==> src/icache_pkg.sv <==
`default_nettype none

package icache_pkg;

    // cache geometry
    localparam int TAG_W          = 20;
    localparam int INDEX_W        = 8;
    localparam int OFFSET_W       = 4;
    localparam int SETS           = 256;
    localparam int WAYS           = 2;
    localparam int WORDS_PER_LINE = 4;

    localparam int WORD_SEL_W = $clog2(WORDS_PER_LINE);

    typedef logic [WORDS_PER_LINE*32-1:0] icache_line_t;

    typedef struct packed {
        logic [WORD_SEL_W-1:0]          word;
        logic [OFFSET_W-WORD_SEL_W-1:0] byte_sel;
    } icache_offset_t;

    typedef struct packed {
        logic [TAG_W-1:0]   tag;
        logic [INDEX_W-1:0] index;
        icache_offset_t     offset;
    } icache_addr_fields_t;

    // flat word for the bus, split fields for lookup
    typedef union packed {
        logic [31:0]         raw;
        icache_addr_fields_t f;
    } icache_addr_u;

    typedef struct packed {
        logic         valid;
        icache_addr_u addr;
    } icache_req_t;

    typedef struct packed {
        logic [TAG_W-1:0] tag;
        logic             valid;
    } icache_tagv_t;

    typedef struct packed {
        logic [WAYS-1:0]    we;    // one-hot on the victim way
        logic [INDEX_W-1:0] index;
        logic [TAG_W-1:0]   tag;
        icache_line_t       line;
    } icache_refill_t;

endpackage

`default_nettype wire
==> src/icache_ctrl.sv <==
`timescale 1ns/1ps
`default_nettype none

module icache_ctrl (
    input  logic                           clk,
    input  logic                           reset,
    input  logic                           valid,
    input  icache_pkg::icache_addr_u       cpu_addr,
    input  logic                           hit,
    input  logic                           victim,
    input  logic                           ret_valid,
    input  icache_pkg::icache_line_t       ret_data,
    input  logic                           rd_rdy,
    output logic                           addr_ok,
    output logic                           data_ok,
    output logic                           rd_req,
    output logic [31:0]                    rd_addr,
    output logic                           rd_en,
    output logic [icache_pkg::INDEX_W-1:0] rd_index,
    output logic                           lookup_done,
    output icache_pkg::icache_refill_t     refill,
    output logic [1:0]                     lookup_word
);

    typedef enum logic [2:0] {
        IDLE,
        LOOKUP,
        MISS,
        REFILL,
        REPLAY
    } state_t;

    state_t                   state;
    state_t                   state_next;
    icache_pkg::icache_req_t  req_q;
    icache_pkg::icache_addr_u line_addr;
    logic                     victim_q;
    logic                     lookup_hit;
    logic                     accept;

    assign lookup_hit = (state == LOOKUP) && req_q.valid && hit;
    assign accept     = valid && addr_ok;

    assign addr_ok     = (state == IDLE) || lookup_hit; // hit frees the slot this cycle
    assign data_ok     = lookup_hit;
    assign lookup_done = lookup_hit;

    always_comb begin
        state_next = state;
        case (state)
            IDLE: begin
                if (accept)
                    state_next = LOOKUP;
            end
            LOOKUP: begin
                if (!lookup_hit)
                    state_next = MISS;
                else if (!accept)
                    state_next = IDLE;
            end
            MISS: begin
                if (rd_rdy)
                    state_next = REFILL;
            end
            REFILL: begin
                if (ret_valid)
                    state_next = REPLAY;
            end
            REPLAY: begin
                state_next = LOOKUP;  // re-read of the filled set
            end
            default: begin
                state_next = IDLE;
            end
        endcase
    end

    always_ff @(posedge clk) begin
        if (reset)
            state <= IDLE;
        else
            state <= state_next;
    end

    // request buffer
    always_ff @(posedge clk) begin
        if (reset) begin
            req_q.valid <= 1'b0;
        end else if (accept) begin
            req_q <= '{valid: 1'b1, addr: cpu_addr};
        end else if (lookup_hit) begin
            req_q.valid <= 1'b0;
        end
    end

    // victim of the missed set, held until the line returns
    always_ff @(posedge clk) begin
        if (state == LOOKUP && !lookup_hit)
            victim_q <= victim;
    end

    // array read: new address on accept, buffered one on replay
    assign rd_en    = accept || (state == REPLAY);
    assign rd_index = (state == REPLAY) ? req_q.addr.f.index : cpu_addr.f.index;

    always_comb begin
        line_addr          = req_q.addr;
        line_addr.f.offset = '0;
    end

    assign rd_req  = (state == MISS);
    assign rd_addr = line_addr.raw;

    always_comb begin
        refill.we = '0;
        if (state == REFILL && ret_valid)
            refill.we[victim_q] = 1'b1;
        refill.index = req_q.addr.f.index;  // tag and index also feed the compare
        refill.tag   = req_q.addr.f.tag;
        refill.line  = ret_data;
    end

    assign lookup_word = req_q.addr.f.offset.word;

endmodule

`default_nettype wire

==> config.mk <==
export PLATFORM = sky130hd
export DESIGN_NAME = icache_ctrl
export DESIGN_NICKNAME = d
export VERILOG_FILES = /design/src/icache_pkg.sv /design/src/icache_ctrl.sv
export SDC_FILE = /design/constraint.sdc
export NUM_CORES = 1
export LEC_CHECK = 0
export BUFFER_PORTS_ARGS = -buffer_cell sky130_fd_sc_hd__buf_2
export CAP_MARGIN = 20
export CORE_AREA = 2 2 144 146
export DETAILED_ROUTE_END_ITERATION = 10
export DIE_AREA = 0 0 146 148
export GPL_TIMING_DRIVEN = 0
export MAX_ROUTING_LAYER = met4
export PLACE_DENSITY = 0.45
export SYNTH_ARGS = -nofsm -noshare
export SYNTH_HDL_FRONTEND = slang
export SYNTH_SLANG_ARGS = --single-unit
==> constraint.sdc <==
create_clock -name clk -period 3.05 [get_ports clk]
set_input_delay 0.1525 -clock clk [delete_from_list [all_inputs] [get_ports clk]]
set_output_delay 0.1525 -clock clk [all_outputs]
set_load 0.02 [all_outputs]
==> impl_metrics.json, run 1 <==
{
  "cts_buffers": 5,
  "async_flop_share": 0,
  "yosys_warnings": 0,
  "synth_top_family_by_area": "buffers and inverters",
  "cts_setup_buffers": 0,
  "yosysUniqueCellTypes": 26,
  "grt_usage": 0.0853,
  "ys.flop_type": "edfxtp_1",
  "synth-adder-area-share": 0,
  "grt_pass1_wl_mm": 13.5,
  "postCtsResizedCells": 0,
  "start_util": 0.138,
  "port_buffers": 237,
  "synth_area_sq_um": 2760,
  "place.gp.congestion": 0.803,
  "rows": 52,
  "ios": 372,
  "ys_seq_area_frac": 0.366,
  "hold_buffers": 0,
  "syn_area_per_cell_sq_um": 10.3,
  "cts.sinks": 35,
  "synth_edf_count": 31,
  "synth-xor-area-share": 0,
  "synthSimpleGateAreaFrac": 0.0367,
  "die_h_microns": 148,
  "h-tree-depth": 2,
  "synth_compound_area_frac": 0.0267,
  "cts_buffer_depth": 2,
  "clk_root_buffer_cell": "clkbuf_16",
  "grt_overflow": 0,
  "antenna_found_initial": 0,
  "status": "did not finish",
  "syn_inst": 269,
  "ys_ff_latch": 35,
  "grt_max_degree": 31,
  "die_width_microns": 146,
  "toolErrorMsg": "[ERROR DRT-0255] Maze Route cannot find path of net clk in worker of routeBox ( 96600 96600 ) ( 146000 148000 ).",
  "synth_mux_area_frac": 0.0367,
  "stop_stage": "detailed routing",
  "grt_pass1_vias": 2244,
  "place_hpwl_mm": 8.72
}
==> per-stage QoR <==
| step | std cells | worst slack (ns) | area, sq um | utilization |
|---|---|---|---|---|
| detailed placement | 779 | 1.01 | 4300 | 0.214 |
| floorplan | 272 | 0.747 | 2770 | - |
| global placement | 779 | 0.427 | 4300 | 0.214 |
| CTS | 786 | 0.980 | 4430 | 0.221 |
| global route | 786 | 0.884 | 4430 | 0.221 |
==> synth_stat cells (all sizes together) (2+ instances only) <==
library cell | instances | share of area
mux2 | 9 | 0.037
nor2 | 6 | 0.0082
buf | 194 | 0.53
nand2 | 2 | 0.0027
edfxtp | 31 | 0.34
inv | 3 | 0.0041
dfxtp | 4 | 0.029
nand3 | 2 | 0.0036
nor3 | 2 | 0.0036
a21boi | 3 | 0.0082
==> routing by layer <==
metal,global-route usage
met5,-
met4,0.0233
met1,0.0846
met3,0.0188
met2,0.167
==> kinds of logic after synthesis <==
group | after synthesis
AO/OA/AOI/OAI | 10
buffers and inverters | 197
flip-flops | 35
multiplexers | 9
other | 1
AND/OR/NAND/NOR | 17
==> inputs of run 2 (changes only) <==
MAX_ROUTING_LAYER = unset   (was met4)
PLACE_DENSITY = unset   (was 0.45)
PLACE_DENSITY_LB_ADDON = 0.15   (was unset)
==> impl_metrics.json, run 2 <==
{
  "status": "finished clean",
  "yosys_warnings": 0,
  "largest_reg_flops": 28,
  "period_share": 0.649,
  "worstPathMaxFanout": 30,
  "regToRegSetupSlack_ns": 1.07,
  "grt_pass1_vias": 2318,
  "yosysMostFrequentCell": "buf_4",
  "place_inst": 779,
  "dpl_worst_slack_ns": 1.03,
  "hp-class": "in2reg",
  "power.density_nw_per_um2": 370,
  "drive_gt1_frac": 0.872,
  "vias": 2427,
  "cts_setup_buffers": 0,
  "setup_violations": 0,
  "postCtsResizedCells": 0,
  "cts_buffers": 5,
  "syn_inst": 269,
  "grt_usage": 0.0786,
  "syn_area_per_cell_sq_um": 10.3,
  "clk_root_buffer_cell": "clkbuf_16",
  "end_kind": "flip-flop",
  "port_buffers": 237,
  "ios": 372,
  "drt-wirelength-per-cell_microns": 11.9,
  "r2r-start": "state[1]",
  "r2r-end": "rd_addr[29]",
  "syn_to_final_growth_pct": 60.5,
  "final_cell_mix": "buf_2 (238), buf_4 (192), edfxtp_1 (31)",
  "die_h_microns": 148,
  "place.gp.congestion": 0.740,
  "vdd.ir_drop.worst_v": 0.000151,
  "dr.pass1.iters": 4,
  "slew_headroom": 0.497,
  "cts_tree": "built",
  "yosysUniqueCellTypes": 26,
  "min_to": "rd_addr[22]",
  "final_common_cell": "buf_2",
  "place_hpwl_mm": 8.34,
  "synth_top_area_cell": "buf_4",
  "h-tree-depth": 2,
  "die_width_microns": 146,
  "tightestPinTransition_ns": 0.754,
  "ff2ff_path_depth": 4,
  "skew_ns": 0.00363,
  "cts.sinks": 35,
  "grt_max_degree": 31,
  "setup.worst_path.start": "state[1]",
  "ys_seq_area_frac": 0.366,
  "worstSetupPathType": "reg2reg",
  "core_area_sq_um": 20000,
  "cp.arrival_ns": 1.88,
  "drt-total-wl_mm": 9.37,
  "antenna_cells": 0,
  "leakagePower_nw": 2.38,
  "drtAntennaViolNets": 0,
  "synth_edf_count": 31,
  "cp-start-kind": "flip-flop",
  "clk_pin_slew_worst_paths_ns": 0.05,
  "ys_ff_latch": 35,
  "drc": 0,
  "fillers": 2260,
  "finalInstanceArea_sq_um": 4430,
  "cp.required_ns": 2.95,
  "worst_slack_ns": 1.07,
  "placed_area_sq_um": 4300,
  "whs_ns": 0.0508,
  "synth_top_area_frac": 0.522,
  "maxSlewViolCount": 0,
  "nets": 683,
  "drt_iter0_drc": 12,
  "rows": 52,
  "synth_area_sq_um": 2760,
  "cts_buffer_depth": 2,
  "clkLatencyLatePin_ns": 0.27,
  "layout.cells.non_filler": 786,
  "grt_overflow": 0,
  "async_flop_share": 0,
  "ys.flop_type": "edfxtp_1",
  "vias_per_cell": 3.09,
  "ys_top_cells_by_area": "buf_4 (52%), edfxtp_1 (34%), mux2_2 (3.7%), dfxtp_1 (2.9%), nor2_1 (0.82%)",
  "hold_path_startpoint": "cpu_addr[22]",
  "synthTopCellsByCount": "buf_4 (192), edfxtp_1 (31), mux2_2 (9)",
  "dieArea_sq_um": 21600,
  "hold_violations": 0,
  "start_util": 0.138,
  "fin_crit_ns": 1.98,
  "fin_setup_tns_ns": 0,
  "grt_pass1_wl_mm": 12.9,
  "hold_buffers": 0,
  "drv_cap": 0,
  "whs_path_depth": 1,
  "fmax_ghz": 0.505,
  "antenna_found_initial": 0,
  "rsz0062_at_grt": "false"
}
run 2: worst max-delay path by stage:
stage | slack [ns] | endpoint
detailed placement | 1.03 | rd_addr[6]
global placement | 0.47 | rd_addr[9]
CTS | 0.99 | rd_index[0]
finish | 1.07 | rd_addr[29]
global route | 0.88 | rd_addr[20]
floorplan | 0.75 | lookup_word[0]
run 2: area by class of cell:
type / count / area (sq um) / area share
Sequential cell: 35 / 1010 / 0.228
Clock inverter: 2 / 8.76 / 0.00198
Multi-Input combinational cell: 40 / 293 / 0.0661
Buffer: 194 / 1460 / 0.329
Timing Repair Buffer: 237 / 1190 / 0.268
Inverter: 3 / 11.3 / 0.00254
Clock buffer: 5 / 125 / 0.0282
Tap cell: 270 / 338 / 0.0762
run 2: critical path: stages, from the launching register on:
cell      delay, ns
dfxtp_1        0.29
buf_4          0.15
nor2_1         0.22
a21boi_1       0.21
and3b_2        0.70
run 2: metal layers:
layer	wire length, microns	up-vias	share of wire	global-route usage
met5	0	-	0	0
met4	114	0	0.012	0.0248
met3	842	6	0.090	0.0207
met2	5470	184	0.58	0.163
met1	2940	1070	0.31	0.0739
li1	-	1167	-	-
run 2: kinds of logic after synthesis:
logic type / count (synthesis) / share of synthesized area
mux: 9 / 0.0367
other cells: 1 / 0.00136
buf+inv: 197 / 0.532
simple gates: 17 / 0.0367
compound gates: 10 / 0.0267
flops: 35 / 0.366
run 2: power by group:
part	leakage [nW]	switching [W]	internal (W)
clock network	0.0671	0.000180	0.000293
logic	1.99	0.000309	0.000282
registers	0.320	0.0000168	0.000558
total	2.38	0.000506	0.00113
run 2: metrics by stage:
step / power (W) / utilization
floorplan: 0.00101 / -
global placement: 0.00119 / 0.214
detailed placement: 0.00118 / 0.214
CTS: 0.00167 / 0.221
global route: 0.00173 / 0.221
finish: 0.00164 / 0.221
No activity file was read; power rests on OpenSTA's default activity.
==> inputs of run 3 (changes only) <==
clock period = 1.84 ns   (was 3.05 ns; I/O delays follow)
==> impl_metrics.json, run 3 (synthesis gave the netlist of run 2 again) <==
{
  "status": "finished clean",
  "cp-start-kind": "flip-flop",
  "clk_pin_slew_worst_paths_ns": 0.06,
  "place.gp.congestion": 0.727,
  "hold_violations": 0,
  "clkLatencyLatePin_ns": 0.28,
  "cts_buffer_depth": 2,
  "grt_pass1_vias": 2358,
  "skew_ns": 0.00606,
  "maxSlewViolCount": 0,
  "vias_per_cell": 3.13,
  "die_width_microns": 146,
  "power.switching_w": 0.000869,
  "grtUsageMet2": 0.164,
  "vias": 2551,
  "clk_root_buffer_cell": "clkbuf_16",
  "grt_max_degree": 16,
  "fillers": 2259,
  "drc": 0,
  "drt-total-wl_mm": 9.71,
  "period_share": 0.942,
  "power_w": 0.00280,
  "dr.pass1.iters": 4,
  "cts_tree": "built",
  "dieArea_sq_um": 21600,
  "fin_setup_tns_ns": 0,
  "place_hpwl_mm": 8.21,
  "port_buffers": 237,
  "grt_overflow": 0,
  "start_util": 0.138,
  "ios": 372,
  "end_kind": "flip-flop",
  "grt_usage": 0.0807,
  "p_clk_frac": 0.283,
  "grt.busiest_layer": "met2",
  "final_cell_mix": "buf_2 (238), buf_4 (192), edfxtp_1 (31)",
  "h-tree-depth": 2,
  "dpl_worst_slack_ns": -0.0249,
  "setup_violations": 0,
  "drt-wirelength-per-cell_microns": 11.9,
  "largest_reg_flops": 28,
  "syn_to_final_growth_pct": 72.8,
  "power.density_nw_per_um2": 588,
  "p_int_w": 0.00193,
  "final_common_cell": "buf_2",
  "final_util": 0.238,
  "sw_frac_of_total": 0.310,
  "grt_pass1_wl_mm": 13.4,
  "met1_usage": 0.0783,
  "drv_cap": 0,
  "drt_iter0_drc": 20,
  "die_h_microns": 148,
  "drive_gt1_frac": 0.833,
  "cp.arrival_ns": 1.69,
  "seq_power_share": 0.339,
  "fin_crit_ns": 1.73,
  "leakagePower_nw": 2.51,
  "worst_slack_ns": 0.106,
  "antenna_cells": 0,
  "antenna_found_initial": 0,
  "nets": 713,
  "worstPathMaxFanout": 15,
  "hp-class": "in2reg",
  "cts_buffers": 5,
  "cp.required_ns": 1.80,
  "rsz0062_at_grt": "false",
  "use_met3": 0.0225,
  "cts.sinks": 35,
  "rows": 52,
  "whs_ns": 0.00759,
  "p_comb_frac": 0.377,
  "worstSetupPathType": "reg2reg",
  "core_area_sq_um": 20000,
  "vdd.ir_drop.worst_v": 0.000299,
  "fmax_ghz": 0.577,
  "drtAntennaViolNets": 0
}
==> run 3: final timing paths <==
path | end | depth (start not counted) | start | slack (ns)
worst min-delay path | rd_addr[5] | 1 | cpu_addr[5] | 0.008
worst max-delay path | rd_addr[30] | 4 | state[1] | 0.11
worst min register to register | req_q[32] | 2 | req_q[32] | 0.51
worst max register to register | rd_addr[30] | 4 | state[1] | 0.11
==> run 3: power by group through the flow <==
stage / clock network (W) / registers, W / logic [W]
after floorplan: 0 / 0.000960 / 0.000714
after CTS: 0.000839 / 0.000952 / 0.00106
after global placement: 0 / 0.000967 / 0.000997
after global routing: 0.000872 / 0.000957 / 0.00113
after detailed placement: 0 / 0.000969 / 0.000999
final: 0.000794 / 0.000951 / 0.00106
==> run 3: layout make-up <==
type	count	area, sq um	share of cell area
clock buffers	5	125	0.0262
multi-input cells	41	312	0.0653
clock inverters	2	8.76	0.00184
inverters	3	11.3	0.00236
plain buffers	194	1460	0.306
well taps	270	338	0.0708
flip-flops and latches	35	1010	0.212
repair buffers	266	1510	0.316
==> run 3: critical path, stage by stage, from the launching register on <==
cell	delay (ns)
dfxtp_1	0.29
buf_4	0.15
nor2_1	0.22
a21boi_2	0.32
and3b_4	0.40
==> run 3: per-layer routing <==
| metal | routed length, microns | part of all wire |
|---|---|---|
| met3 | 868 | 0.089 |
| met1 | 3210 | 0.33 |
| met4 | 108 | 0.011 |
| met2 | 5510 | 0.57 |
| met5 | 0 | 0 |
==> run 3: through the flow <==
step                instances  instance area (sq um)
global placement          779                   4300
global route              816                   4770
floorplan                 272                   2780
detailed placement        779                   4300
finish                    816                   4770
CTS                       812                   4710
==> run 3: timing repair <==
item / CTS / global route
setup endpoints to repair: 38 / 28
endpoints found under the hold margin: 24 / 2
pin swaps: 1 / 2
setup buffers: 1 / 2
cloned: 1 / 0
gates resized for setup: 2 / 0
hold buffers: 24 / 2
==> inputs of run 4 (changes only) <==
CORE_AREA = 2 2 143 145   (was 2 2 144 146)
DIE_AREA = 0 0 145 147   (was 0 0 146 148)
SLEW_MARGIN = 20   (was unset)
clock period = 1.47 ns   (was 1.84 ns; I/O delays follow)
==> impl_metrics.json, run 4 (synthesis gave the netlist of run 2 again) <==
{
  "drive_gt1_frac": 0.836,
  "fillers": 2140,
  "register_area_sq_um": 1020,
  "fin_crit_ns": 1.55,
  "grt_overflow": 0,
  "r2r-end": "rd_addr[12]",
  "port_buffers": 237,
  "status": "complete, but fails checks",
  "setup.worst_path.start": "state[1]",
  "vdd.ir_drop.worst_v": 0.000316,
  "setup_violations": 38,
  "syn_to_final_growth_pct": 80.0,
  "drtAntennaViolNets": 0,
  "drc": 0,
  "grt_pass1_wl_mm": 13.4,
  "antenna_found_initial": 0,
  "drt_iter0_drc": 22,
  "ff2ff_path_depth": 5,
  "clk_root_buffer_cell": "clkbuf_16",
  "h-tree-depth": 2,
  "largest_reg_flops": 28,
  "skew_ns": 0.00401,
  "worstPathMaxFanout": 6,
  "dr.pass1.iters": 4,
  "antenna_cells": 0,
  "fmax_ghz": 0.646,
  "cp-start-kind": "flip-flop",
  "grt_usage": 0.0810,
  "hold_violations": 0,
  "placed_area_sq_um": 4320,
  "dieArea_sq_um": 21300,
  "regToRegSetupSlack_ns": -0.04,
  "hp-class": "in2reg",
  "nets": 722,
  "leakagePower_nw": 2.61,
  "drt-wirelength-per-cell_microns": 11.4,
  "r2r-start": "state[2]",
  "cts_buffer_depth": 2,
  "grt_max_degree": 16,
  "place_hpwl_mm": 7.93,
  "multiInputGateArea_sq_um": 359,
  "worstSetupPathType": "reg2out",
  "clkLatencyLatePin_ns": 0.28,
  "min_to": "state[2]",
  "rows": 52,
  "place.gp.congestion": 0.730,
  "period_share": 1.05,
  "cts_tree": "built",
  "hold_path_startpoint": "reset",
  "drt-total-wl_mm": 9.38,
  "cp.arrival_ns": 1.48,
  "grt_pass1_vias": 2534,
  "ios": 372,
  "clk_pin_slew_worst_paths_ns": 0.05,
  "whs_path_depth": 2,
  "end_kind": "output port",
  "cp.required_ns": 1.40,
  "vias_per_cell": 3.13,
  "core_area_sq_um": 19800,
  "drv_cap": 0,
  "cts_buffers": 5,
  "start_util": 0.139,
  "vias": 2584,
  "rsz0062_at_grt": "true",
  "finalInstanceArea_sq_um": 4970,
  "die_h_microns": 147,
  "power.density_nw_per_um2": 717,
  "violations": "setup timing",
  "fin_setup_tns_ns": -1.59,
  "cts.sinks": 35,
  "die_width_microns": 145,
  "final_cell_mix": "buf_2 (227), buf_4 (197), dlygate4sd3_1 (31), edfxtp_1 (31), buf_6 (11)",
  "maxSlewViolCount": 0,
  "worst_slack_ns": -0.0791,
  "final_common_cell": "buf_2"
}
## run 4: critical path, stage by stage, from the launching register on
cell     delay, ns
dfxtp_2       0.35
nor3b_4       0.22
buf_6         0.18
mux2_4        0.31
buf_6         0.13
## run 4: power breakdown
group	internal (W)	switching, W	total, W
Sequential	0.00116	0.0000409	0.00120
Combinational	0.000705	0.000676	0.00138
Clock	0.000608	0.000374	0.000983
Total	0.00247	0.00109	0.00356
## run 4: layout make-up
type	count	area share
Timing Repair Buffer	277	0.336
Buffer	192	0.290
Sequential cell	35	0.205
Multi-Input combinational cell	41	0.0723
Tap cell	270	0.0680
Clock buffer	5	0.0252
Inverter	3	0.00227
Clock inverter	2	0.00176
## run 4: repair_timing
action | CTS | global route
endpoints found under the hold margin | 31 | 0
pin swaps | 3 | 3
buffers inserted | 8 | 1
cloned | 1 | 0
endpoints found under the setup margin | 38 | 41
hold buffers | 31 | 0
resized for setup | 32 | 5
## run 4: routing by layer
| layer | part of all wire | global-route usage | up-vias |
|---|---|---|---|
| met4 | 0.013 | 0.0228 | 0 |
| li1 | - | - | 1244 |
| met2 | 0.59 | 0.175 | 186 |
| met1 | 0.31 | 0.0707 | 1147 |
| met3 | 0.093 | 0.0227 | 7 |
| met5 | 0 | 0 | - |
## run 4: metrics by stage
step / cells / utilization / worst slack (ns) / hold WS, ns / power, W
floorplan: 272 / - / -0.104 / 0.146 / 0.00211
global placement: 779 / 0.218 / -0.238 / 0.252 / 0.00248
detailed placement: 779 / 0.218 / -0.243 / 0.252 / 0.00247
CTS: 826 / 0.251 / -0.172 / 0.0603 / 0.00364
global route: 825 / 0.250 / -0.130 / 0.0834 / 0.00376
finish: 825 / 0.250 / -0.0791 / 0.0660 / 0.00356
## run 4: worst max-delay path by stage
stage	end	slack, ns
6_report	rd_index[6]	-0.08
5_1_grt	rd_index[6]	-0.13
4_1_cts	rd_index[7]	-0.17
3_5_place_dp	rd_addr[12]	-0.24
3_3_place_gp	rd_addr[13]	-0.24
2_1_floorplan	lookup_word[0]	-0.10
